<file path="src/cpu_defs.svh">
/* Widths, instruction field positions and code points of the microcoded CPU.
   Include wherever a field is sliced or a code is decoded */
`ifndef CPU_DEFS_SVH
`define CPU_DEFS_SVH

// Datapath widths
`define CPU_ADDR_W   16
`define CPU_DATA_W   8
`define CPU_INSTR_W  48
`define RAM_ADDR_W   8      // 256 bytes of data RAM

// ----------------------------------------
// Instruction fields, LSB of each
`define F_IMMED      0      // 8 bits
`define F_DIR_LO     8      // Direct address low byte
`define F_DIR_HI     16     // Direct address high byte
`define F_AMODE      24     // 0 register, 1 direct
`define F_INVERT     27     // Flip the condition
`define F_SET_FLAGS  28
`define F_COND       29     // 4 bits
`define F_BBUS       33     // 3 bits
`define F_ABUS       36     // 3 bits
`define F_TARG       39     // 4 bits
`define F_ALU_OP     43     // 5 bits

// ----------------------------------------
// Register codes, shared by A bus, B bus and target
`define DEV_REGA     0
`define DEV_REGB     1
`define DEV_REGC     2
`define DEV_REGD     3
`define DEV_MARLO    4
`define DEV_MARHI    5
`define ADEV_RAM     6
`define ADEV_ZERO    7
`define BDEV_IMMED   6
`define BDEV_RAM     7
`define TDEV_RAM     6
`define TDEV_UART    7
`define TDEV_PCHITMP 8
`define TDEV_PC      9
`define TDEV_HALT    10     // Highest target that writes anything

// Conditions, 10 to 15 never true
`define COND_ALWAYS  0
`define COND_C       1
`define COND_Z       2
`define COND_O       3
`define COND_N       4
`define COND_GT      5
`define COND_LT      6
`define COND_EQ      7
`define COND_NE      8
`define COND_DO      9

// ALU operations, unlisted codes pass B
`define ALU_ZERO     0
`define ALU_A        1
`define ALU_B        2
`define ALU_ADD      3
`define ALU_SUB      4      // A-B
`define ALU_RSUB     5      // B-A
`define ALU_ADDC     6
`define ALU_SUBC     7
`define ALU_AND      8
`define ALU_OR       9
`define ALU_XOR      10
`define ALU_NOT_A    11
`define ALU_INC      12
`define ALU_DEC      13
`define ALU_MUL      14     // Low byte only
`define ALU_SHL      15
`define ALU_SHR      16

// Flag bit positions, czonGLEN from the top
`define FLAG_C       7
`define FLAG_Z       6
`define FLAG_O       5
`define FLAG_N       4
`define FLAG_GT      3
`define FLAG_LT      2
`define FLAG_EQ      1
`define FLAG_NE      0

`endif

</file>
<file path="src/cpu_pkg.sv">
/* Vector types shared across the CPU core blocks.
   Referenced as cpu_pkg::name from each module */
`default_nettype none

`include "cpu_defs.svh"

package cpu_pkg;

    typedef logic [`CPU_ADDR_W-1:0]  addr_t;   // Program or RAM address
    typedef logic [`CPU_DATA_W-1:0]  byte_t;   // Data value on either bus
    typedef logic [`CPU_INSTR_W-1:0] instr_t;  // One microcode word

    typedef logic [4:0] alu_op_t;
    typedef logic [2:0] dev_t;     // A or B bus source
    typedef logic [3:0] targ_t;    // Result destination
    typedef logic [3:0] cond_t;

    // carry zero overflow negative GT LT EQ NE, top bit down
    typedef logic [7:0] flags_t;

endpackage

`default_nettype wire

</file>
<file path="src/data_ram.sv">
/* 256-byte data RAM. Read is combinational so an operand can come from
   RAM in the same instruction; write lands at the clock edge */
`default_nettype none

`include "cpu_defs.svh"

module data_ram (
    input  wire                  clk,
    input  wire                  we,
    input  wire cpu_pkg::byte_t  addr,
    input  wire cpu_pkg::byte_t  wdata,
    output cpu_pkg::byte_t       rdata
);

    cpu_pkg::byte_t mem [2**`RAM_ADDR_W];

    always_ff @(posedge clk) begin
        if (we) begin
            mem[addr] <= wdata;
        end
    end

    assign rdata = mem[addr];   // Old value while a write is pending

endmodule

`default_nettype wire

</file>
<file path="config.mk">
export PLATFORM = sky130hd
export DESIGN_NAME = data_ram
export DESIGN_NICKNAME = d
export VERILOG_FILES = /design/src/cpu_pkg.sv /design/src/data_ram.sv
export VERILOG_INCLUDE_DIRS = /design/src
export SDC_FILE = /design/constraint.sdc
export NUM_CORES = 2
export LEC_CHECK = 0
export BUFFER_PORTS_ARGS = -buffer_cell sky130_fd_sc_hd__buf_2
export CORE_UTILIZATION = 60
export CTS_CLUSTER_SIZE = 14
export DETAILED_ROUTE_END_ITERATION = 10
export GPL_ROUTABILITY_DRIVEN = 1
export HOLD_SLACK_MARGIN = 0.05
export PLACE_DENSITY = 0.76
export SLEW_MARGIN = 20
export SYNTH_ARGS = -nofsm -noshare
export SYNTH_HDL_FRONTEND = slang
export SYNTH_SLANG_ARGS = --single-unit
</file>
<file path="constraint.sdc">
create_clock -name clk -period 3.1 [get_ports clk]
set_input_delay 0.31 -clock clk [delete_from_list [all_inputs] [get_ports clk]]
set_output_delay 0.31 -clock clk [all_outputs]
set_load 0.01 [all_outputs]
</file>
==> results.toml <==
[sta]
worst_slack_ns = -0.617
hold_viol = 0
timing.final.crit_period_ns = 3.72
report.final.setup_viol = 8
maxSlewViolCount = 0
tightestPinTransition_ns = 1.09
rsz0062_at_grt = "yes"
fmax_mhz = 269
timing.slew.headroom = 0.271
period_share = 1.20

[detailed_routing]
num_vias = 40900
drt_iter0_drc = 6417
ant_nets = 0
wirelength_um = 199000
routed_via_density = 6.82
dr.pass1.iters = 8
post_drt_wl_per_cell_um = 33.2
drc = 0

[synth]
synth_commonest_cells = "edfxtp_1 (2,048), mux4_2 (512), a22oi_1 (256)"
synth-async-reset-ratio = 0
synth_top_area_cell = "edfxtp_1"
yosysUniqueCellTypes = 21
yosys.area_share.xor_xnor = 0
synth_ff_type = "edfxtp_1"
synth-simple-area-share = 0.0174
synth_area_per_cell_sq_um = 22.1
synth_compound_area_frac = 0.0363
synth_edf_count = 2048
synth_top_area_frac = 0.785
synth_top_family_by_area = "multiplexers"
syn_nets = 3557
ys_ff_latch = 2048
synth.area.mux_share = 0.147
synth_most_common_cell = "edfxtp_1"
netlist_top_cells_area = "edfxtp_1 (79%), mux4_2 (15%), a22oi_1 (2.5%)"
ys_warn_count = 0
yosys.area_share.adder = 0
syn_inst = 3539
synth_area_sq_um = 78300
ys_seq_area_frac = 0.785

[critical_path]
critPathRequiredTime_ns = 2.79
crit_fanout = 1
worst_path_max_delay_cell = "mux4_2"
start_kind = "flip-flop"
critPathTopFamily = "compound AO/OA/AOI/OAI gates"
crit_type = "flip-flop to output port"
worstSetupEndpointType = "output port"
cp.arrival_ns = 3.41
max_stage_delay_ns = 0.51
timing.critical_path.buf_inv = 2
path_cells = "mux4_2, a22oi_1, a21oi_1, o41ai_2, buf_4, nand4_1, buf_2"

[final_layout]
largest_reg_flops = 2048
fin_nets = 4113
largest_register = "mem"
fillerInstances = 7259
ff_latch_area_sq_um = 61500
syn_to_final_growth_pct = 16.8
reg_top3 = "mem: 2048 flops"
postLayoutCoreUtil = 0.707
final_cells = 6000
final_layout_size_suffix_gt1_frac = 0.345
multiInputGateArea_sq_um = 16400

[place]
globalplace.congestion = 0.855
post-place-ws_ns = -0.755
hpwl_um = 117000
numPortBuffers = 25
dp.cells = 5641

[floorplan]
rows = 132
die_w_um = 363
start_util = 0.605
io_pins = 26
coreArea_sq_um = 129000
dieHeight_um = 363
die-area_sq_um = 132000

[status]
violations = "negative setup slack"
run_status = "finished, violations left"

[clock_tree]
cts_tree = "yes"
clk_path_buf_depth = 3
cts_max_level = 4
cts_buffers = 194
clk_pin_slew_worst_paths_ns = 0.06
cts.sinks = 2048
clock-root-buffer = "clkbuf_16"
post_cts_buffers = 0

[hold_path]
holdCritPathClass = "input pin to flip-flop"
hold_path_startpoint = "wdata[0]"
whs_path_depth = 1
hold_path_end = "mem[22][0]"

[pwr]
p_per_area_nw_per_um2 = 617
irDropWorstVdd_mv = 0.472
p_leak_nw = 29.1

[grt]
grt_pass1_wl_um = 287000
grt_pass1_vias = 41300
grt_max_degree = 120
gr-total-overflow = 0
antenna_found_initial = 3
track_usage = 0.308

[flow_run]
maxCapViolCount = 0
==> report_power, final <==
part | internal [mW] | total (mW) | leakage (nW) | switching (mW)
sequential | 30.5 | 30.5 | 18.4 | 0.0162
clock | 12.8 | 22.9 | 2.99 | 10.1
combinational | 1.14 | 2.99 | 7.68 | 1.85
total | 44.5 | 56.4 | 29.1 | 12.0
==> metal layers <==
metal  vias to the layer above  global-route usage  part of all wire
li1                      16200                   -                 -
met1                     21200               0.420              0.35
met2                      2987               0.493              0.49
met3                       491              0.0672              0.12
met4                         4               0.123             0.042
met5                         -                   0           0.00015
==> repair_timing <==
action | CTS | global route
resized for setup | 64 | 46
endpoints found under the setup margin | 8 | 8
hold buffers | 0 | 0
pin swaps | 23 | 21
==> how the worst max path moves through the flow <==
stage / startpoint / endpoint / slack, ns / cells past startpoint
after floorplan: addr[1] / mem[111][0] / 0.57 / 9
after global placement: addr[0] / rdata[2] / -0.77 / 10
after detailed placement: addr[0] / rdata[2] / -0.75 / 10
after CTS: mem[40][2] / rdata[2] / -0.54 / 7
after global routing: mem[31][2] / rdata[2] / -0.58 / 8
final: mem[104][2] / rdata[2] / -0.62 / 7
==> stage by stage <==
step           hold slack [ns]  instance area, sq um  TNS, ns  power, mW
2_1_floorplan            0.409                 78300        0       32.5
3_3_place_gp             0.922                 84700    -4.60       33.9
3_5_place_dp             0.935                 84700    -4.52       33.9
4_1_cts                 0.0679                 91300    -3.88       56.5
5_1_grt                 0.0918                 91500    -4.21       57.7
6_report                0.0896                 91500    -3.84       56.4
==> cell families after synthesis <==
logic type      count (synthesis)
compound gates                416
buf+inv                       233
flops                        2048
mux                           512
simple gates                  330
==> cells in the final DEF (no fill, tap or decap), drive strengths merged <==
master    instances
a22oi           256
nand2b            6
diode             1
mux4            512
and2              3
nand4             8
or2               2
clkinv           95
nand3            13
clkbuf          251
nand2            28
clkinvlp          2
o41ai            32
buf             584
nor3             30
or3               1
nor2b             7
nor2            232
bufinv           12
a21oi           128
edfxtp         2048
inv               7
==> final cells by class <==
class | instances | area share
clock inverter | 115 | 0.0102
antenna | 1 | 0.0000273
clock buffer | 243 | 0.0565
inverter | 1 | 0.0000410
sequential | 2048 | 0.672
timing repair buffer | 592 | 0.0579
tap | 1742 | 0.0238
multi-input combinational | 1258 | 0.180
Power figures use the tool's default switching activity.
