===== src/cpu_defs.svh =====
/* Widths, instruction field positions and code points of the microcoded CPU.
   Include wherever a field is sliced or a code is decoded */
`ifndef CPU_DEFS_SVH
`define CPU_DEFS_SVH

// Datapath widths
`define CPU_ADDR_W   16
`define CPU_DATA_W   8
`define CPU_INSTR_W  48
`define RAM_ADDR_W   8      // 256 bytes of data RAM

// ----------------------------------------
// Instruction fields, LSB of each
`define F_IMMED      0      // 8 bits
`define F_DIR_LO     8      // Direct address low byte
`define F_DIR_HI     16     // Direct address high byte
`define F_AMODE      24     // 0 register, 1 direct
`define F_INVERT     27     // Flip the condition
`define F_SET_FLAGS  28
`define F_COND       29     // 4 bits
`define F_BBUS       33     // 3 bits
`define F_ABUS       36     // 3 bits
`define F_TARG       39     // 4 bits
`define F_ALU_OP     43     // 5 bits

// ----------------------------------------
// Register codes, shared by A bus, B bus and target
`define DEV_REGA     0
`define DEV_REGB     1
`define DEV_REGC     2
`define DEV_REGD     3
`define DEV_MARLO    4
`define DEV_MARHI    5
`define ADEV_RAM     6
`define ADEV_ZERO    7
`define BDEV_IMMED   6
`define BDEV_RAM     7
`define TDEV_RAM     6
`define TDEV_UART    7
`define TDEV_PCHITMP 8
`define TDEV_PC      9
`define TDEV_HALT    10     // Highest target that writes anything

// Conditions, 10 to 15 never true
`define COND_ALWAYS  0
`define COND_C       1
`define COND_Z       2
`define COND_O       3
`define COND_N       4
`define COND_GT      5
`define COND_LT      6
`define COND_EQ      7
`define COND_NE      8
`define COND_DO      9

// ALU operations, unlisted codes pass B
`define ALU_ZERO     0
`define ALU_A        1
`define ALU_B        2
`define ALU_ADD      3
`define ALU_SUB      4      // A-B
`define ALU_RSUB     5      // B-A
`define ALU_ADDC     6
`define ALU_SUBC     7
`define ALU_AND      8
`define ALU_OR       9
`define ALU_XOR      10
`define ALU_NOT_A    11
`define ALU_INC      12
`define ALU_DEC      13
`define ALU_MUL      14     // Low byte only
`define ALU_SHL      15
`define ALU_SHR      16

// Flag bit positions, czonGLEN from the top
`define FLAG_C       7
`define FLAG_Z       6
`define FLAG_O       5
`define FLAG_N       4
`define FLAG_GT      3
`define FLAG_LT      2
`define FLAG_EQ      1
`define FLAG_NE      0

`endif


===== src/cpu_pkg.sv =====
/* Vector types shared across the CPU core blocks.
   Referenced as cpu_pkg::name from each module */
`default_nettype none

`include "cpu_defs.svh"

package cpu_pkg;

    typedef logic [`CPU_ADDR_W-1:0]  addr_t;   // Program or RAM address
    typedef logic [`CPU_DATA_W-1:0]  byte_t;   // Data value on either bus
    typedef logic [`CPU_INSTR_W-1:0] instr_t;  // One microcode word

    typedef logic [4:0] alu_op_t;
    typedef logic [2:0] dev_t;     // A or B bus source
    typedef logic [3:0] targ_t;    // Result destination
    typedef logic [3:0] cond_t;

    // carry zero overflow negative GT LT EQ NE, top bit down
    typedef logic [7:0] flags_t;

endpackage

`default_nettype wire


===== src/register_file.sv =====
/* General registers, memory address pair, flags and the output port.
   Each one loads the ALU result at the edge when its target strobe is set */
`default_nettype none

`include "cpu_defs.svh"

module register_file (
    input  wire                   clk,
    input  wire                   rst,
    input  wire [15:0]            targ_we,     // One-hot write strobes
    input  wire                   set_flags,
    input  wire cpu_pkg::byte_t   result,
    input  wire cpu_pkg::flags_t  alu_flags,
    output cpu_pkg::byte_t        rega,
    output cpu_pkg::byte_t        regb,
    output cpu_pkg::byte_t        regc,
    output cpu_pkg::byte_t        regd,
    output cpu_pkg::byte_t        marlo,
    output cpu_pkg::byte_t        marhi,
    output cpu_pkg::flags_t       flags,
    output cpu_pkg::byte_t        out_data,
    output logic                  out_valid    // One cycle per uart write
);

    always_ff @(posedge clk) begin
        if (rst) begin
            rega      <= '0;
            regb      <= '0;
            regc      <= '0;
            regd      <= '0;
            marlo     <= '0;
            marhi     <= '0;
            flags     <= '0;
            out_valid <= 1'b0;
        end else begin
            if (targ_we[`DEV_REGA])  rega  <= result;
            if (targ_we[`DEV_REGB])  regb  <= result;
            if (targ_we[`DEV_REGC])  regc  <= result;
            if (targ_we[`DEV_REGD])  regd  <= result;
            if (targ_we[`DEV_MARLO]) marlo <= result;
            if (targ_we[`DEV_MARHI]) marhi <= result;
            if (set_flags) begin
                flags <= alu_flags;   // Strobe already includes exec
            end
            out_valid <= targ_we[`TDEV_UART];   // Drops again next cycle
        end
    end

    // Output byte, only meaningful alongside out_valid
    always_ff @(posedge clk) begin
        if (targ_we[`TDEV_UART]) begin
            out_data <= result;
        end
    end

endmodule

`default_nettype wire


===== config.mk =====
export PLATFORM = sky130hd
export DESIGN_NAME = register_file
export DESIGN_NICKNAME = d
export VERILOG_FILES = /design/src/cpu_pkg.sv /design/src/register_file.sv
export VERILOG_INCLUDE_DIRS = /design/src
export SDC_FILE = /design/constraint.sdc
export NUM_CORES = 1
export LEC_CHECK = 0
export ABC_AREA = 1
export BUFFER_PORTS_ARGS = -buffer_cell sky130_fd_sc_hd__buf_2
export CAP_MARGIN = 40
export CORE_UTILIZATION = 45
export DETAILED_ROUTE_END_ITERATION = 12
export GPL_TIMING_DRIVEN = 0
export PLACE_DENSITY = 0.77
export SYNTH_ARGS = -nofsm -noshare
export SYNTH_HDL_FRONTEND = slang
export SYNTH_SLANG_ARGS = --single-unit

===== constraint.sdc =====
create_clock -name clk -period 1 [get_ports clk]
set_input_delay 0.2 -clock clk [delete_from_list [all_inputs] [get_ports clk]]
set_output_delay 0.2 -clock clk [all_outputs]
set_load 0.005 [all_outputs]

==> reports/results.txt <==
total number of H-tree levels - 3
total number of yosys warnings - 0
data arrival time of the critical path - 830 ps
total global routing track utilization - 21.8%
final standard cell utilization of the core - 62.9%
Adder-Cell Fraction of Synth Area - 0%
Top Family by Delay on Critical Path - flip-flops
Post-DP Area - 3020 um^2
number of ports placed on the die boundary - 100
worst-case clock buffer depth - 2
type of destination of the critical path - primary output
achievable clock frequency - 0.967 GHz
Root Driver - sky130_fd_sc_hd__clkbuf_8
net count of the mapped netlist - 363
height of the chip - 76.7 um
Critical Path RT - 800 ps
worst slack on hold paths - 43.4 ps
Clk pin slew, worst setup/hold paths - 70 ps
via density per instance - 4.46
count of final max-slew check failures - 0
critical hold path startpoint - rst
total clock buffers created by CTS - 9
number of enable-type register cells in the synthesized netlist - 8
cell area after synthesis - 2510 um^2
Yosys cell types - 10
standby leakage power - 1.78 nW
WL per Instance - 12.1 um
full die area - 5890 um^2
Clock Skew - 0 ps
proportion of synthesized chip area in sequential cells - 55.0%
largest family of logic cells by synthesized area - simple AND/OR/NAND/NOR gates
total power divided by cell area - 1770 nW/um^2
fraction of final layout cells with drive strength greater than 1 - 40.7%
estimated wirelength of the detail-placed design - 4090 um
hold crit path type - in -> reg
share of the clock period used by the worst path after layout - 103%
number of remaining DRC errors - 0
number of vias after detailed routing - 2217
Reg2Reg Setup Slack - 390 ps
worst slew slack as a fraction of its limit - 79.8%
worst-path cell with the longest stage delay - sky130_fd_sc_hd__edfxtp_1
actual transition at the worst max-transition pin - 302 ps
residual antenna-violating net count after detailed routing - 0
FF+latch count, synth - 65
xor and xnor area share after synthesis - 0%
multiplexer fraction of the synthesized cell area - 0%
Crit Path Max Fanout - 1
Placer Congestion - 0.790
effective utilization at floorplan - 48.0%
synthesized area divided by synthesized cell count - 7.66 um^2
initial detailed-routing violation count - 110
RSZ-0062 raised after global routing - true
global-route wire length before repair - 9820 um
Worst setup SP type - flip-flop
largest net degree at the start of global routing - 11
Post-synth ARST share - 0%
series of cell instances along the critical path - buf_2
CTS sink cnt - 65
slack of the critical path - -34.4 ps
clock tree from TritonCTS - yes
Area Overhead vs Synth - 31.1%
dominant cell type by area after synthesis - sky130_fd_sc_hd__dfxtp_1
worst skew pair latency - 330 ps
run status - finished, violations left
vias in the first global route - 2053
critical setup path kind - reg -> out
overall routed net length - 6010 um
most frequently used flop master after synthesis - sky130_fd_sc_hd__dfxtp_1
simple logic cell fraction of the synthesized area - 34.6%
slowest cell delay on critical path - 360 ps
placement row count - 26
pre-CTS setup slack - 127 ps
Hold Crit Depth - 2
antenna violations before repair - 0
final setup violating endpoints - 8
layout filler cell count - 497
horizontal die dimension - 76.7 um
hold violation count in the final report - 0
peak ir drop on the vdd network - 978 uV
number of nets at the end of the flow - 457
PortBufs - 83
number of post-CTS setup repair buffers - 0
fraction of the mapped netlist area in compound gates - 0%
cells on worst reg2reg path - 2
placeable core region - 5240 um^2
violations in the final reports - negative setup slack
cells taking the most area after synthesis - sky130_fd_sc_hd__dfxtp_1 45%, sky130_fd_sc_hd__nand2_1 17%, sky130_fd_sc_hd__nor2_1 15%
diode count - 0
Max Cap Viol - 0
synthesized netlist cell count - 328
fraction of post-synthesis cell area in the top cell type by area - 45.4%
total non-filler cell area in the finished layout - 3290 um^2
buffering stage count on the worst path with inverters included - 1
destination of the worst register-to-register timing path - marlo[7]
total overflow reported by the global router - 0
start of the worst register-to-register path - marlo[7]
most frequent cell after synthesis - sky130_fd_sc_hd__nand2_1
Min-Delay Endpoint - out_valid
post-route minimum period - 1030 ps
most frequent cells after synthesis - 112 x sky130_fd_sc_hd__nand2_1, 103 x sky130_fd_sc_hd__nor2_1, 57 x sky130_fd_sc_hd__dfxtp_1, 17 x sky130_fd_sc_hd__inv_1, 10 x sky130_fd_sc_hd__nor2_2
first drt pass iteration count - 4
hold buffer count at CTS - 0
==> stage by stage <==
stage	TNS [ps]	instances	total power [mW]
6_report	-190	497	5.84
5_1_grt	-480	497	6.09
2_1_floorplan	0	328	3.39
4_1_cts	-333	497	5.84
3_5_place_dp	0	481	3.71
3_3_place_gp	0	481	3.69
==> metal layers <==
metal | GRT usage [%] | routed length [um] | vias to the layer above
met4 | 11.0 | 126 | 0
met5 | 0 | 0 | -
met3 | 5.12 | 453 | 12
li1 | - | - | 1149
met1 | 27.0 | 2580 | 987
met2 | 35.4 | 2850 | 69
==> worst max path at each step <==
stage	from	end	slack [ps]	cells past startpoint
finish	out_data[6]	out_data[6]	-30	1
global route	out_data[6]	out_data[6]	-90	1
CTS	out_data[7]	out_data[7]	-60	1
detailed placement	rst	regb[4]	130	6
global placement	rst	rega[0]	150	6
floorplan	targ_we[5]	marhi[3]	260	4
==> cells in the final DEF (no fill, tap or decap), drive strengths merged <==
| cell type | Yosys | routed |
|---|---|---|
| buf | 20 | 103 |
| bufinv | 0 | 1 |
| clkbuf | 0 | 13 |
| clkinv | 0 | 2 |
| dfxtp | 57 | 57 |
| edfxtp | 8 | 8 |
| inv | 18 | 18 |
| nand2 | 112 | 112 |
| nor2 | 113 | 113 |
==> cells by family (layout without fill, tap and decap cells) <==
family,after synthesis,after routing
and+or+nand+nor,225,225
DFF,65,65
buffers and inverters,38,137
==> layout make-up <==
cell class / instances / area [um^2] / area share [%]
Buffer: 20 / 194 / 5.89
Inverter: 18 / 67.6 / 2.05
Clock buffer: 13 / 149 / 4.52
Timing Repair Buffer: 83 / 447 / 13.6
Clock inverter: 3 / 40.0 / 1.22
Multi-Input combinational cell: 225 / 870 / 26.4
Tap cell: 70 / 87.6 / 2.66
Sequential cell: 65 / 1440 / 43.7
==> flip-flops by register name, summed over array words and instances, names as in the netlist <==
signal	cells
flags	8
marhi	8
marlo	8
out_data	8
rega	8
regb	8
regc	8
regd	8
out_valid	1
==> power breakdown <==
part	internal, mW	switching [mW]
Combinational	0.349	0.412
Clock	1.21	0.930
Sequential	2.85	0.0861
Total	4.42	1.43
==> what timing repair did <==
action / 4_1_cts / 5_1_grt
pin swaps: 0 / 0
resized for setup: 15 / 37
hold endpoints to repair: 0 / 0
setup endpoints to repair: 23 / 47
Note: power is estimated with default switching activity, not from simulation.
