**config.mk**
```make
export PLATFORM = sky130hd
export DESIGN_NAME = controller
export DESIGN_NICKNAME = d
export VERILOG_FILES = /design/src/cpu_pkg.sv /design/src/controller.sv
export VERILOG_INCLUDE_DIRS = /design/src
export SDC_FILE = /design/constraint.sdc
export NUM_CORES = 1
export LEC_CHECK = 0
export BUFFER_PORTS_ARGS = -buffer_cell sky130_fd_sc_hd__buf_2
export CORE_MARGIN = 3
export CORE_UTILIZATION = 29
export DETAILED_ROUTE_END_ITERATION = 12
export PLACE_DENSITY = 0.9
export SYNTH_ARGS = -nofsm -noshare
export SYNTH_HDL_FRONTEND = slang
export SYNTH_SLANG_ARGS = --single-unit
```
**constraint.sdc**
```tcl
create_clock -name vclk -period 3.5
set_clock_uncertainty 0.1 [all_clocks]
set_input_delay 0.35 -clock vclk [all_inputs]
set_output_delay 0.35 -clock vclk [all_outputs]
set_load 0.01 [all_outputs]
```
**src/cpu_defs.svh**
```systemverilog
/* Widths, instruction field positions and code points of the microcoded CPU.
   Include wherever a field is sliced or a code is decoded */
`ifndef CPU_DEFS_SVH
`define CPU_DEFS_SVH

// Datapath widths
`define CPU_ADDR_W   16
`define CPU_DATA_W   8
`define CPU_INSTR_W  48
`define RAM_ADDR_W   8      // 256 bytes of data RAM

// ----------------------------------------
// Instruction fields, LSB of each
`define F_IMMED      0      // 8 bits
`define F_DIR_LO     8      // Direct address low byte
`define F_DIR_HI     16     // Direct address high byte
`define F_AMODE      24     // 0 register, 1 direct
`define F_INVERT     27     // Flip the condition
`define F_SET_FLAGS  28
`define F_COND       29     // 4 bits
`define F_BBUS       33     // 3 bits
`define F_ABUS       36     // 3 bits
`define F_TARG       39     // 4 bits
`define F_ALU_OP     43     // 5 bits

// ----------------------------------------
// Register codes, shared by A bus, B bus and target
`define DEV_REGA     0
`define DEV_REGB     1
`define DEV_REGC     2
`define DEV_REGD     3
`define DEV_MARLO    4
`define DEV_MARHI    5
`define ADEV_RAM     6
`define ADEV_ZERO    7
`define BDEV_IMMED   6
`define BDEV_RAM     7
`define TDEV_RAM     6
`define TDEV_UART    7
`define TDEV_PCHITMP 8
`define TDEV_PC      9
`define TDEV_HALT    10     // Highest target that writes anything

// Conditions, 10 to 15 never true
`define COND_ALWAYS  0
`define COND_C       1
`define COND_Z       2
`define COND_O       3
`define COND_N       4
`define COND_GT      5
`define COND_LT      6
`define COND_EQ      7
`define COND_NE      8
`define COND_DO      9

// ALU operations, unlisted codes pass B
`define ALU_ZERO     0
`define ALU_A        1
`define ALU_B        2
`define ALU_ADD      3
`define ALU_SUB      4      // A-B
`define ALU_RSUB     5      // B-A
`define ALU_ADDC     6
`define ALU_SUBC     7
`define ALU_AND      8
`define ALU_OR       9
`define ALU_XOR      10
`define ALU_NOT_A    11
`define ALU_INC      12
`define ALU_DEC      13
`define ALU_MUL      14     // Low byte only
`define ALU_SHL      15
`define ALU_SHR      16

// Flag bit positions, czonGLEN from the top
`define FLAG_C       7
`define FLAG_Z       6
`define FLAG_O       5
`define FLAG_N       4
`define FLAG_GT      3
`define FLAG_LT      2
`define FLAG_EQ      1
`define FLAG_NE      0

`endif

```
**src/cpu_pkg.sv**
```systemverilog
/* Vector types shared across the CPU core blocks.
   Referenced as cpu_pkg::name from each module */
`default_nettype none

`include "cpu_defs.svh"

package cpu_pkg;

    typedef logic [`CPU_ADDR_W-1:0]  addr_t;   // Program or RAM address
    typedef logic [`CPU_DATA_W-1:0]  byte_t;   // Data value on either bus
    typedef logic [`CPU_INSTR_W-1:0] instr_t;  // One microcode word

    typedef logic [4:0] alu_op_t;
    typedef logic [2:0] dev_t;     // A or B bus source
    typedef logic [3:0] targ_t;    // Result destination
    typedef logic [3:0] cond_t;

    // carry zero overflow negative GT LT EQ NE, top bit down
    typedef logic [7:0] flags_t;

endpackage

`default_nettype wire

```
**src/controller.sv**
```systemverilog
/* Instruction decode for the core. Slices the word, picks the condition,
   gates execution and produces one-hot device selects and the RAM address */
`default_nettype none

`include "cpu_defs.svh"

module controller (
    input  wire cpu_pkg::instr_t  instr,
    input  wire cpu_pkg::flags_t  flags,
    input  wire                   out_ready,   // DO flag
    input  wire                   run,
    input  wire                   halted,
    input  wire cpu_pkg::byte_t   marlo,
    input  wire cpu_pkg::byte_t   marhi,
    output cpu_pkg::alu_op_t      alu_op,
    output logic [7:0]            a_sel,       // One-hot A source
    output logic [7:0]            b_sel,       // One-hot B source
    output cpu_pkg::byte_t        immed,
    output logic [15:0]           targ_we,     // One-hot, already gated by exec
    output logic                  set_flags,
    output cpu_pkg::byte_t        ram_addr
);

    cpu_pkg::byte_t  dir_lo;
    cpu_pkg::byte_t  dir_hi;
    logic            amode;
    logic            invert;
    logic            set_flags_bit;
    cpu_pkg::cond_t  cond;
    cpu_pkg::dev_t   abus_dev;
    cpu_pkg::dev_t   bbus_dev;
    cpu_pkg::targ_t  targ_dev;
    logic [15:0]     cond_vec;
    logic            cond_met;
    logic            exec;
    cpu_pkg::addr_t  mem_addr;

    // ----------------------------------------
    // Field split
    assign immed         = instr[`F_IMMED +: `CPU_DATA_W];
    assign dir_lo        = instr[`F_DIR_LO +: `CPU_DATA_W];
    assign dir_hi        = instr[`F_DIR_HI +: `CPU_DATA_W];
    assign amode         = instr[`F_AMODE];
    assign invert        = instr[`F_INVERT];
    assign set_flags_bit = instr[`F_SET_FLAGS];
    assign cond          = instr[`F_COND +: $bits(cpu_pkg::cond_t)];
    assign bbus_dev      = instr[`F_BBUS +: $bits(cpu_pkg::dev_t)];
    assign abus_dev      = instr[`F_ABUS +: $bits(cpu_pkg::dev_t)];
    assign targ_dev      = instr[`F_TARG +: $bits(cpu_pkg::targ_t)];
    assign alu_op        = instr[`F_ALU_OP +: $bits(cpu_pkg::alu_op_t)];

    // ----------------------------------------
    // 16-way condition mux
    always_comb begin
        cond_vec              = '0;              // Unused codes never fire
        cond_vec[`COND_ALWAYS] = 1'b1;
        cond_vec[`COND_C]     = flags[`FLAG_C];
        cond_vec[`COND_Z]     = flags[`FLAG_Z];
        cond_vec[`COND_O]     = flags[`FLAG_O];
        cond_vec[`COND_N]     = flags[`FLAG_N];
        cond_vec[`COND_GT]    = flags[`FLAG_GT];
        cond_vec[`COND_LT]    = flags[`FLAG_LT];
        cond_vec[`COND_EQ]    = flags[`FLAG_EQ];
        cond_vec[`COND_NE]    = flags[`FLAG_NE];
        cond_vec[`COND_DO]    = out_ready;       // Output side can take a byte
    end

    assign cond_met = cond_vec[cond];

    // Invert lets "spin while not DO" be a single instruction
    assign exec      = run && !halted && (cond_met ^ invert);
    assign set_flags = exec && set_flags_bit;   // Skipped instructions leave flags alone

    // ----------------------------------------
    // Device decoders
    assign a_sel = 8'b1 << abus_dev;
    assign b_sel = 8'b1 << bbus_dev;

    always_comb begin
        targ_we = '0;
        // Codes above halt are no-op targets
        if (exec && (targ_dev <= 4'(`TDEV_HALT))) begin
            targ_we[targ_dev] = 1'b1;
        end
    end

    // Register mode uses the MAR pair, direct mode the address in the word
    assign mem_addr = amode ? {dir_hi, dir_lo} : {marhi, marlo};
    assign ram_addr = mem_addr[`RAM_ADDR_W-1:0];   // RAM only decodes the low byte

endmodule

`default_nettype wire

```
==> run_results.csv <==
group,metric,value,unit
hold_path,worst_hold_path_type,"input port to output port",
floorplan,floorplan.io_pins,129,
logic_synthesis,synth_top_cells_by_area,"sky130_fd_sc_hd__buf_4 20%, sky130_fd_sc_hd__mux2_2 13%, sky130_fd_sc_hd__nor3b_1 8.9%",
logic_synthesis,syn_inst,84,
final_layout,stdcell_area,970,um^2
placed_design,portBuffers,80,
timing,hold_viol_final,0,
final_layout,regArea,0,um^2
placed_design,final_replace_weighted_congestion,0.664,
floorplan,core.rowCount,16,
power,vdd_ir_drop_max,0.0655,mV
clocking,cts_setup_buffers,0,
placed_design,detailed_place_hpwl,1.65,mm
floorplan,dieArea,2940,um^2
final_layout,instances_no_fill,175,
setup_path,timing.critical_path.arrival,1900,ps
logic_synthesis,synth.largest_area_cell,"sky130_fd_sc_hd__buf_4",
setup_path,crit_path_max_fanout,12,
routing,detailroute.via_count,831,
global_route,first_global_vias,627,
timing,rsz_0062_raised_after_global_routing,"no",
hold_path,end_point_of_the_most_critical_hold_path,"immed[1]",
logic_synthesis,syn_area_per_cell,8.03,um^2
final_layout,postLayoutCoreUtil,0.466,
setup_path,critPathRequiredTime,3050,ps
routing,detailed_router_s_first_iteration_violation_count,1,
logic_synthesis,netlist-cell-type-count,25,
routing,route.detailed.drc,0,
timing,final_hold_slack,600,ps
logic_synthesis,netlist_top_cells_count,"18 x sky130_fd_sc_hd__buf_4, 8 x sky130_fd_sc_hd__mux2_2, 8 x sky130_fd_sc_hd__nor3b_1",
logic_synthesis,synth.yosys.seq_area_share,0,
hold_path,min_from,"instr[1]",
routing,detail_route.vias_per_cell,4.75,
placed_design,total_placed_cells_including_tap_cells,175,
logic_synthesis,post-synth-top-area-fraction,0.200,
logic_synthesis,post_synth_instance_area,674,um^2
timing,fin_crit,2350,ps
hold_path,hold-path-cell-count,0,
floorplan,die_x,54.2,um
clocking,ctsHoldBuffers,0,
timing,slew_violations,0,
timing,final_worst_slack,1150,ps
global_route,global_route.overflow_total,0,
floorplan,floorplan.core_area,2080,um^2
routing,drt.antenna.violating_nets,0,
floorplan,initial_utilization,0.324,
final_layout,layout_cells_sized_above_1,0.655,
power,p_leak,0.545,nW
placed_design,placed_area,970,um^2
status,outcome,"finished clean",
run,drv.max_cap_violation_count,0,
global_route,grt_start_max_net_pins,13,
global_route,antenna_violations_before_repair,0,
timing,setup_violations,0,
routing,wl,1.89,mm
logic_synthesis,yosys_warnings,0,
timing,final.period_utilization,0.673,
final_layout,syn2layout_area_growth,43.8,%
power,total_power,0.107,mW
final_layout,nets,225,
routing,wl_per_cell,10.8,um
setup_path,setup.worst_path.class,"input port to output port",
placed_design,placement.setup.worst_slack,1140,ps
setup_path,setup.worst_path.end_class,"output port",
timing,fmax,425,MHz
final_layout,antennaDiodeCount,0,
clocking,post_cts.resized_instances,0,
final_layout,layout.sequential_cells,0,
floorplan,die_ht,54.2,um
setup_path,start_kind,"input port",
global_route,grt_pass1_wl,2.27,mm
power,power_density,110,nW/um^2
timing,finalSetupTns,0,ps
routing,first_pass_iteration_count_of_the_detailed_router,2,
final_layout,nClkBuffers,0,
global_route,global_route.usage.total,0.0963,
logic_synthesis,yosys.cell_count.top_type,"sky130_fd_sc_hd__buf_4",
routing by layer:
metal	wire (um)	GRT usage
met5	0	0
met4	4	0.00415
met3	360	0.0109
met2	896	0.203
met1	624	0.104
cells by family after synthesis:
family	share of synthesized area
AO/OA/AOI/OAI	0.0687
XOR/XNOR	0.0130
buffers and inverters	0.239
multiplexers	0.193
other	0.00556
AND/OR/NAND/NOR	0.481
layout by cell type, fill, tap and decap left out, drive strengths merged:
| cell | instances |
|---|---|
| a211oi | 1 |
| and3 | 2 |
| and3b | 4 |
| buf | 81 |
| conb | 5 |
| mux2 | 8 |
| mux2i | 4 |
| nand2 | 7 |
| nand2b | 1 |
| nand4b | 1 |
| nor2 | 7 |
| nor2b | 2 |
| nor3 | 5 |
| nor3b | 10 |
| nor4 | 2 |
| nor4b | 2 |
| o221ai | 1 |
| o31ai | 1 |
| or2 | 1 |
| or2b | 2 |
| xor2 | 1 |
cell type report:
cell class                 instances  area, um^2
tap                               27        33.8
timing repair buffer              81         408
multi-input combinational         67         528
fill                             210        1110
where the power goes:
group          internal [mW]  leakage [nW]  switching [mW]
Sequential                 0             0               0
Clock                      0             0               0
Combinational         0.0514         0.545          0.0553
Total                 0.0514         0.545          0.0553
worst max path at each step:
| stage | startpoint | to | slack, ps | depth (start not counted) |
|---|---|---|---|---|
| 5_1_grt | instr[30] | targ_we[2] | 1030 | 8 |
| 4_1_cts | instr[30] | targ_we[7] | 1130 | 8 |
| 3_5_place_dp | instr[30] | targ_we[7] | 1140 | 8 |
| 3_3_place_gp | instr[30] | targ_we[7] | 1140 | 8 |
| 6_report | instr[30] | targ_we[7] | 1150 | 8 |
| 2_1_floorplan | instr[30] | targ_we[7] | 1430 | 5 |
critical path, stage by stage:
cell	delay (ps)
sky130_fd_sc_hd__buf_2	110
sky130_fd_sc_hd__or2_2	310
sky130_fd_sc_hd__o221ai_4	200
sky130_fd_sc_hd__o31ai_2	100
sky130_fd_sc_hd__xor2_1	150
sky130_fd_sc_hd__buf_4	200
sky130_fd_sc_hd__nor4b_1	300
sky130_fd_sc_hd__buf_2	180
Note: power is estimated with default switching activity, not from simulation.
