**config.mk**
```make
export PLATFORM = sky130hd
export DESIGN_NAME = alu
export DESIGN_NICKNAME = d
export VERILOG_FILES = /design/src/cpu_pkg.sv /design/src/alu.sv
export VERILOG_INCLUDE_DIRS = /design/src
export SDC_FILE = /design/constraint.sdc
export NUM_CORES = 1
export LEC_CHECK = 0
export ABC_CLOCK_PERIOD_IN_PS = 7250
export BUFFER_PORTS_ARGS = -buffer_cell sky130_fd_sc_hd__buf_2
export CORE_MARGIN = 3
export CORE_UTILIZATION = 35
export DETAILED_ROUTE_END_ITERATION = 6
export PLACE_DENSITY = 0.62
export SYNTH_ARGS = -nofsm -noshare
export SYNTH_HDL_FRONTEND = slang
export SYNTH_SLANG_ARGS = --single-unit
```
**constraint.sdc**
```tcl
create_clock -name vclk -period 7.25
set_clock_uncertainty 0.15 [all_clocks]
set_input_delay 1.45 -clock vclk [all_inputs]
set_output_delay 1.45 -clock vclk [all_outputs]
set_load 0.05 [all_outputs]
```
**src/cpu_defs.svh**
```systemverilog
/* Widths, instruction field positions and code points of the microcoded CPU.
   Include wherever a field is sliced or a code is decoded */
`ifndef CPU_DEFS_SVH
`define CPU_DEFS_SVH

// Datapath widths
`define CPU_ADDR_W   16
`define CPU_DATA_W   8
`define CPU_INSTR_W  48
`define RAM_ADDR_W   8      // 256 bytes of data RAM

// ----------------------------------------
// Instruction fields, LSB of each
`define F_IMMED      0      // 8 bits
`define F_DIR_LO     8      // Direct address low byte
`define F_DIR_HI     16     // Direct address high byte
`define F_AMODE      24     // 0 register, 1 direct
`define F_INVERT     27     // Flip the condition
`define F_SET_FLAGS  28
`define F_COND       29     // 4 bits
`define F_BBUS       33     // 3 bits
`define F_ABUS       36     // 3 bits
`define F_TARG       39     // 4 bits
`define F_ALU_OP     43     // 5 bits

// ----------------------------------------
// Register codes, shared by A bus, B bus and target
`define DEV_REGA     0
`define DEV_REGB     1
`define DEV_REGC     2
`define DEV_REGD     3
`define DEV_MARLO    4
`define DEV_MARHI    5
`define ADEV_RAM     6
`define ADEV_ZERO    7
`define BDEV_IMMED   6
`define BDEV_RAM     7
`define TDEV_RAM     6
`define TDEV_UART    7
`define TDEV_PCHITMP 8
`define TDEV_PC      9
`define TDEV_HALT    10     // Highest target that writes anything

// Conditions, 10 to 15 never true
`define COND_ALWAYS  0
`define COND_C       1
`define COND_Z       2
`define COND_O       3
`define COND_N       4
`define COND_GT      5
`define COND_LT      6
`define COND_EQ      7
`define COND_NE      8
`define COND_DO      9

// ALU operations, unlisted codes pass B
`define ALU_ZERO     0
`define ALU_A        1
`define ALU_B        2
`define ALU_ADD      3
`define ALU_SUB      4      // A-B
`define ALU_RSUB     5      // B-A
`define ALU_ADDC     6
`define ALU_SUBC     7
`define ALU_AND      8
`define ALU_OR       9
`define ALU_XOR      10
`define ALU_NOT_A    11
`define ALU_INC      12
`define ALU_DEC      13
`define ALU_MUL      14     // Low byte only
`define ALU_SHL      15
`define ALU_SHR      16

// Flag bit positions, czonGLEN from the top
`define FLAG_C       7
`define FLAG_Z       6
`define FLAG_O       5
`define FLAG_N       4
`define FLAG_GT      3
`define FLAG_LT      2
`define FLAG_EQ      1
`define FLAG_NE      0

`endif

```
**src/cpu_pkg.sv**
```systemverilog
/* Vector types shared across the CPU core blocks.
   Referenced as cpu_pkg::name from each module */
`default_nettype none

`include "cpu_defs.svh"

package cpu_pkg;

    typedef logic [`CPU_ADDR_W-1:0]  addr_t;   // Program or RAM address
    typedef logic [`CPU_DATA_W-1:0]  byte_t;   // Data value on either bus
    typedef logic [`CPU_INSTR_W-1:0] instr_t;  // One microcode word

    typedef logic [4:0] alu_op_t;
    typedef logic [2:0] dev_t;     // A or B bus source
    typedef logic [3:0] targ_t;    // Result destination
    typedef logic [3:0] cond_t;

    // carry zero overflow negative GT LT EQ NE, top bit down
    typedef logic [7:0] flags_t;

endpackage

`default_nettype wire

```
**src/alu.sv**
```systemverilog
/* Combinational 8-bit ALU. Computes the selected operation on the A and B
   buses and the czonGLEN flags; the flags register decides whether to keep them */
`default_nettype none

`include "cpu_defs.svh"

module alu (
    input  wire cpu_pkg::byte_t   a,
    input  wire cpu_pkg::byte_t   b,
    input  wire                   carry_in,   // Stored carry flag
    input  wire cpu_pkg::alu_op_t op,
    output cpu_pkg::byte_t        result,
    output cpu_pkg::flags_t       flags_out
);

    logic [8:0]     wide;      // Bit 8 is carry out or borrow
    logic           ovf;
    cpu_pkg::byte_t product;   // Only the low byte is kept

    assign product = a * b;

    always_comb begin
        wide = '0;
        ovf  = 1'b0;   // Overflow only for the add/subtract group
        case (op)
            `ALU_ZERO:  wide = '0;
            `ALU_A:     wide = {1'b0, a};
            `ALU_B:     wide = {1'b0, b};
            `ALU_ADD: begin
                wide = {1'b0, a} + {1'b0, b};
                ovf  = (a[7] == b[7]) && (wide[7] != a[7]);
            end
            `ALU_SUB: begin
                wide = {1'b0, a} - {1'b0, b};
                ovf  = (a[7] != b[7]) && (wide[7] != a[7]);
            end
            `ALU_RSUB: begin
                wide = {1'b0, b} - {1'b0, a};
                ovf  = (a[7] != b[7]) && (wide[7] != b[7]);
            end
            `ALU_ADDC: begin
                wide = {1'b0, a} + {1'b0, b} + {8'b0, carry_in};
                ovf  = (a[7] == b[7]) && (wide[7] != a[7]);
            end
            `ALU_SUBC: begin
                wide = {1'b0, a} - {1'b0, b} - {8'b0, carry_in};   // Borrow wraps into bit 8
                ovf  = (a[7] != b[7]) && (wide[7] != a[7]);
            end
            `ALU_AND:   wide = {1'b0, a & b};
            `ALU_OR:    wide = {1'b0, a | b};
            `ALU_XOR:   wide = {1'b0, a ^ b};
            `ALU_NOT_A: wide = {1'b0, ~a};
            `ALU_INC:   wide = {1'b0, a} + 9'd1;
            `ALU_DEC:   wide = {1'b0, a} - 9'd1;    // Borrow when A is 0
            `ALU_MUL:   wide = {1'b0, product};
            `ALU_SHL:   wide = {a, 1'b0};           // Top bit falls into carry
            `ALU_SHR:   wide = {2'b0, a[7:1]};
            default:    wide = {1'b0, b};
        endcase
    end

    assign result = wide[7:0];

    // ----------------------------------------
    // Flags
    always_comb begin
        flags_out           = '0;
        flags_out[`FLAG_C]  = wide[8];
        flags_out[`FLAG_Z]  = (result == '0);
        flags_out[`FLAG_O]  = ovf;
        flags_out[`FLAG_N]  = result[7];
        // Compare group is unsigned A against B whatever the op
        flags_out[`FLAG_GT] = (a > b);
        flags_out[`FLAG_LT] = (a < b);
        flags_out[`FLAG_EQ] = (a == b);
        flags_out[`FLAG_NE] = (a != b);
    end

endmodule

`default_nettype wire

```
==> reports/qor.yml, run 1 <==
final_core_util_pct: 43.2
setup_viol: 0
fin_crit_sh_pct: 98.2
whs_path_depth: 4
syn_nets: 597
drive_gt1_share_pct: 19.8
grt_overflow: 0
die_y_um: 107
finalHoldViolCount: 0
critPathKind: "in2out"
grt_max_degree: 20
max_slew_margin_pct: 54.5
post_cts_buffers: 0
slew_violations: 0
instances_no_fill: 689
numPortBuffers: 38
syn_area_um2: 3590
synth_top_cell_area_share_pct: 20.5
area.growth.synth_to_final_pct: 18.5
ctsHoldBuffers: 0
ys_warn_count: 0
n_antenna_cell: 0
min_period_ns: 7.12
die_area_um2: 11500
max-cap-violations: 0
crit_fanout: 5
coreArea_um2: 9860
startpoint_type: "input pin"
gp_congestion: 0.972
antenna_found_initial: 0
drc: 0
die_x_um: 107
cp.arrival_ns: 5.52
multi_input_area_um2: 3380
fmax_ghz: 0.141
crit_path_cell_trace: "buf_2 > clkinvlp_4 > nor2_4 > ha_2 > fa_1 > ha_1 > inv_1 > fa_1 > fa_1 > o31a_1 > nand4_1 > a211o_1 > o32a_4 > or3_4 > nor4_4 > buf_6"
start_util_pct: 36.4
post_drt_wl_per_cell_um: 20.8
netlist_instances: 500
dp.cells: 689
post_synth_num_cell_types: 70
seq_cell_count: 0
vias_per_cell: 5.91
cp_slowest_cell: "fa_1"
grt_pass1_wl_mm: 21.9
place_hpwl_mm: 11.7
grt_pass1_vias: 3820
postRouteAntennaNets: 0
timing.hold.ws_ns: 3.30
avgSynthCellArea_um2: 7.19
drt_wl_total_mm: 14.4
nClkBuffers: 0
required_ns: 5.65
vias: 4070
synth-seq-area-share_pct: 0
grt_usage_pct: 24.3
critPathMaxStageDelay_ns: 0.58
n_fill_cell: 1035
peakVddDrop_uv: 51.8
nets: 655
layout.area.seq_um2: 0
ios: 38
outcome: "finished, final reports clean"
tightest_slew_ns: 0.680
leakagePower_nw: 1.90
critPathCaptureType: "output port"
setup_ws_ns: 0.133
yosys-top-cells-area: "ha_1, xnor2_1, fa_1"
hold_class: "in2out"
rsz0062_at_grt: "false"
dp_slack_ns: -0.104
cp_common_cell: "fa_1"
firstDrtPassIters: 5
drt_iter0_markers: 456
synth_area_leader_cell: "ha_1"
rows: 36
pwr_density_cell_nw_per_um2: 106
-- layout by cell type, fill, tap and decap left out, types with 8 or more instances in the layout --
cell type / instances
ha_1: 55
nand2_1: 39
fa_1: 15
o22ai_1: 8
xnor2_1: 42
inv_1: 47
a21oi_1: 30
nor2_1: 55
buf_4: 37
xor2_1: 11
nor3_1: 8
nand3_1: 9
o21ai_0: 18
buf_2: 36
-- kinds of logic after synthesis --
group           share of synthesized area [%]
simple gates                             20.5
compound gates                           26.8
fa+ha+maj                                29.5
buf+inv                                  8.91
xor+xnor                                 12.9
mux                                      1.43
-- layout make-up --
type | count | area share [%]
Inverter | 54 | 4.97
Multi-Input combinational cell | 425 | 79.4
Tap cell | 133 | 3.91
Timing Repair Buffer | 77 | 11.7
-- per-stage QoR --
step | setup TNS, ns | cell area [um^2] | power (mW)
final | 0 | 4260 | 0.451
after global routing | 0 | 4260 | 0.485
after CTS | 0 | 4170 | 0.425
after detailed placement | -0.104 | 4160 | 0.423
after global placement | -0.0231 | 4160 | 0.416
after floorplan | 0 | 3630 | 0.299
-- what timing repair did --
item | in CTS | in global routing
gates resized for setup | 3 | 22
pin swaps | 0 | 19
setup endpoints to repair | 1 | 1
-- cell usage after synthesis, drive strengths merged, types with 5 or more instances --
library cell  instances
a21oi                32
o211ai                5
nor2b                 6
buf                  14
xor2                 11
ha                   59
nand3                 9
nor2                 59
a211oi                5
o2111ai               5
o22ai                 8
clkbuf                7
a21o                  6
nor3                  8
o21ai                20
a221o                 5
nand2                39
o21bai                7
a22oi                 8
inv                  52
fa                   16
and3                  6
xnor2                42
-- layer usage --
layer / routed length (um) / GRT usage (%)
met1: 6290 / 35.4
met2: 6350 / 37.8
met3: 1270 / 3.18
met4: 454 / 5.66
met5: 0 / 0
-- worst max-delay path, delay by kind of cell --
| family | cells | cell delay (ns) |
|---|---|---|
| simple gates | 4 | 0.88 |
| buf+inv | 4 | 0.52 |
| fa+ha+maj | 5 | 1.91 |
| compound gates | 3 | 0.76 |
-- power by group --
part	switching [mW]	internal [mW]	total, mW	leakage, nW
logic	0.273	0.178	0.451	1.90
registers	0	0	0	0
clock network	0	0	0	0
-- worst paths after layout --
check	from	endpoint	slack, ns
min	b[5]	flags_out[6]	3.30
max	a[1]	flags_out[6]	0.13
Note: power is estimated with default switching activity, not from simulation.
==> inputs of run 2 (changes only) <==
--- a/config.mk
+++ b/config.mk
@@ -11,7 +11,8 @@
 export CORE_MARGIN = 3
 export CORE_UTILIZATION = 35
 export DETAILED_ROUTE_END_ITERATION = 6
-export PLACE_DENSITY = 0.62
+export PLACE_DENSITY = 0.53
+export RECOVER_POWER = 100
 export SYNTH_ARGS = -nofsm -noshare
 export SYNTH_HDL_FRONTEND = slang
 export SYNTH_SLANG_ARGS = --single-unit
==> run 2 against run 1 <==
Against the previous run: cell area is 0.68% higher; sequential share of layout area stayed put; core utilization is 0.29 points higher; setup slack better by 0.022 ns; critical endpoint unchanged; largest cell class unchanged; highest routed layer unchanged.
==> reports/qor.yml, run 2 (synthesis results as in run 1) <==
firstDrtPassIters: 6
nets: 663
die_area_um2: 11500
crit_fanout: 3
min_period_ns: 7.10
postRouteAntennaNets: 0
drc: 0
outcome: "finished, final reports clean"
required_ns: 5.65
n_antenna_cell: 0
coreArea_um2: 9860
post_drt_wl_per_cell_um: 20.5
ios: 38
start_util_pct: 36.4
startpoint_type: "input pin"
die_x_um: 107
pwr_density_cell_nw_per_um2: 107
setup_viol: 0
critPathKind: "in2out"
grt_pass1_wl_mm: 22.4
seq_cell_count: 0
drt_wl_total_mm: 14.3
critPathCaptureType: "output port"
tightest_slew_ns: 0.691
drive_gt1_share_pct: 20.0
setup_tns_ns: 0
leakagePower_nw: 1.90
final_cell_mix: "nor2_1, ha_1, buf_4"
peakVddDrop_uv: 51.3
hold_class: "in2out"
vias_per_cell: 5.75
grt_overflow: 0
drt_iter0_markers: 400
fmax_ghz: 0.141
numPortBuffers: 38
ctsHoldBuffers: 0
dp_slack_ns: -0.103
die_y_um: 107
setup_ws_ns: 0.154
grt_pass1_vias: 3932
layout.area.seq_um2: 0
grt_usage_pct: 24.9
antenna_found_initial: 0
slew_violations: 0
n_fill_cell: 1043
gp_congestion: 0.951
fin_crit_sh_pct: 97.9
max_slew_margin_pct: 53.9
rows: 36
vias: 4008
final_core_util_pct: 43.4
grt_max_degree: 20
place_hpwl_mm: 11.9
area.growth.synth_to_final_pct: 19.3
final_common_cell: "nor2_1"
finalHoldViolCount: 0
max-cap-violations: 0
cp.arrival_ns: 5.50
nClkBuffers: 0
[run 2: area by class of cell]
cell class | count | area [um^2] | share of cell area, %
well taps | 133 | 166 | 3.88
inverters | 54 | 206 | 4.82
repair buffers | 85 | 537 | 12.5
multi-input cells | 425 | 3380 | 78.8
[run 2: worst max-delay path: stages]
cell and delay [ns]:
buf_2 0.12, inv_2 0.06, buf_4 0.11, nor2_1 0.05, fa_2 0.39, fa_1 0.47, ha_1 0.31, inv_1 0.05
fa_1 0.51, inv_2 0.05, ha_4 0.24, xnor2_1 0.12, a22oi_1 0.21, o2111ai_2 0.15, a221o_1 0.30, a221o_1 0.27
o22a_4 0.20, nor4_4 0.22, buf_6 0.19
[run 2: final timing paths]
path | start | to | depth (start not counted) | slack [ns]
setup / recovery | b[3] | flags_out[6] | 19 | 0.15
hold / removal | b[7] | flags_out[6] | 4 | 3.28
[run 2: routing by layer]
metal,track usage [%],vias to the layer above,part of all wire [%]
met4,10.1,0,4.7
met2,37.8,208,43
met3,3.72,40,9.0
li1,-,1898,-
met5,0,-,0
met1,35.0,1862,43
[run 2: metrics by stage]
step	power (mW)	std cells	instance area [um^2]	hold slack (ns)
global route	0.498	697	4290	3.28
CTS	0.433	694	4210	3.27
floorplan	0.299	500	3630	2.97
detailed placement	0.431	694	4200	3.32
finish	0.457	697	4290	3.28
global placement	0.428	694	4200	3.33
[run 2: timing repair]
action	CTS	global route
buffers inserted	0	3
pin swaps	0	26
resized for setup	3	20
endpoints found under the setup margin	1	3
endpoints found under the hold margin	0	0
[run 2: power by group]
part | internal (mW) | total [mW] | switching [mW] | leakage (nW)
registers | 0 | 0 | 0 | 0
logic | 0.183 | 0.457 | 0.274 | 1.90
clock network | 0 | 0 | 0 | 0
total | 0.183 | 0.457 | 0.274 | 1.90
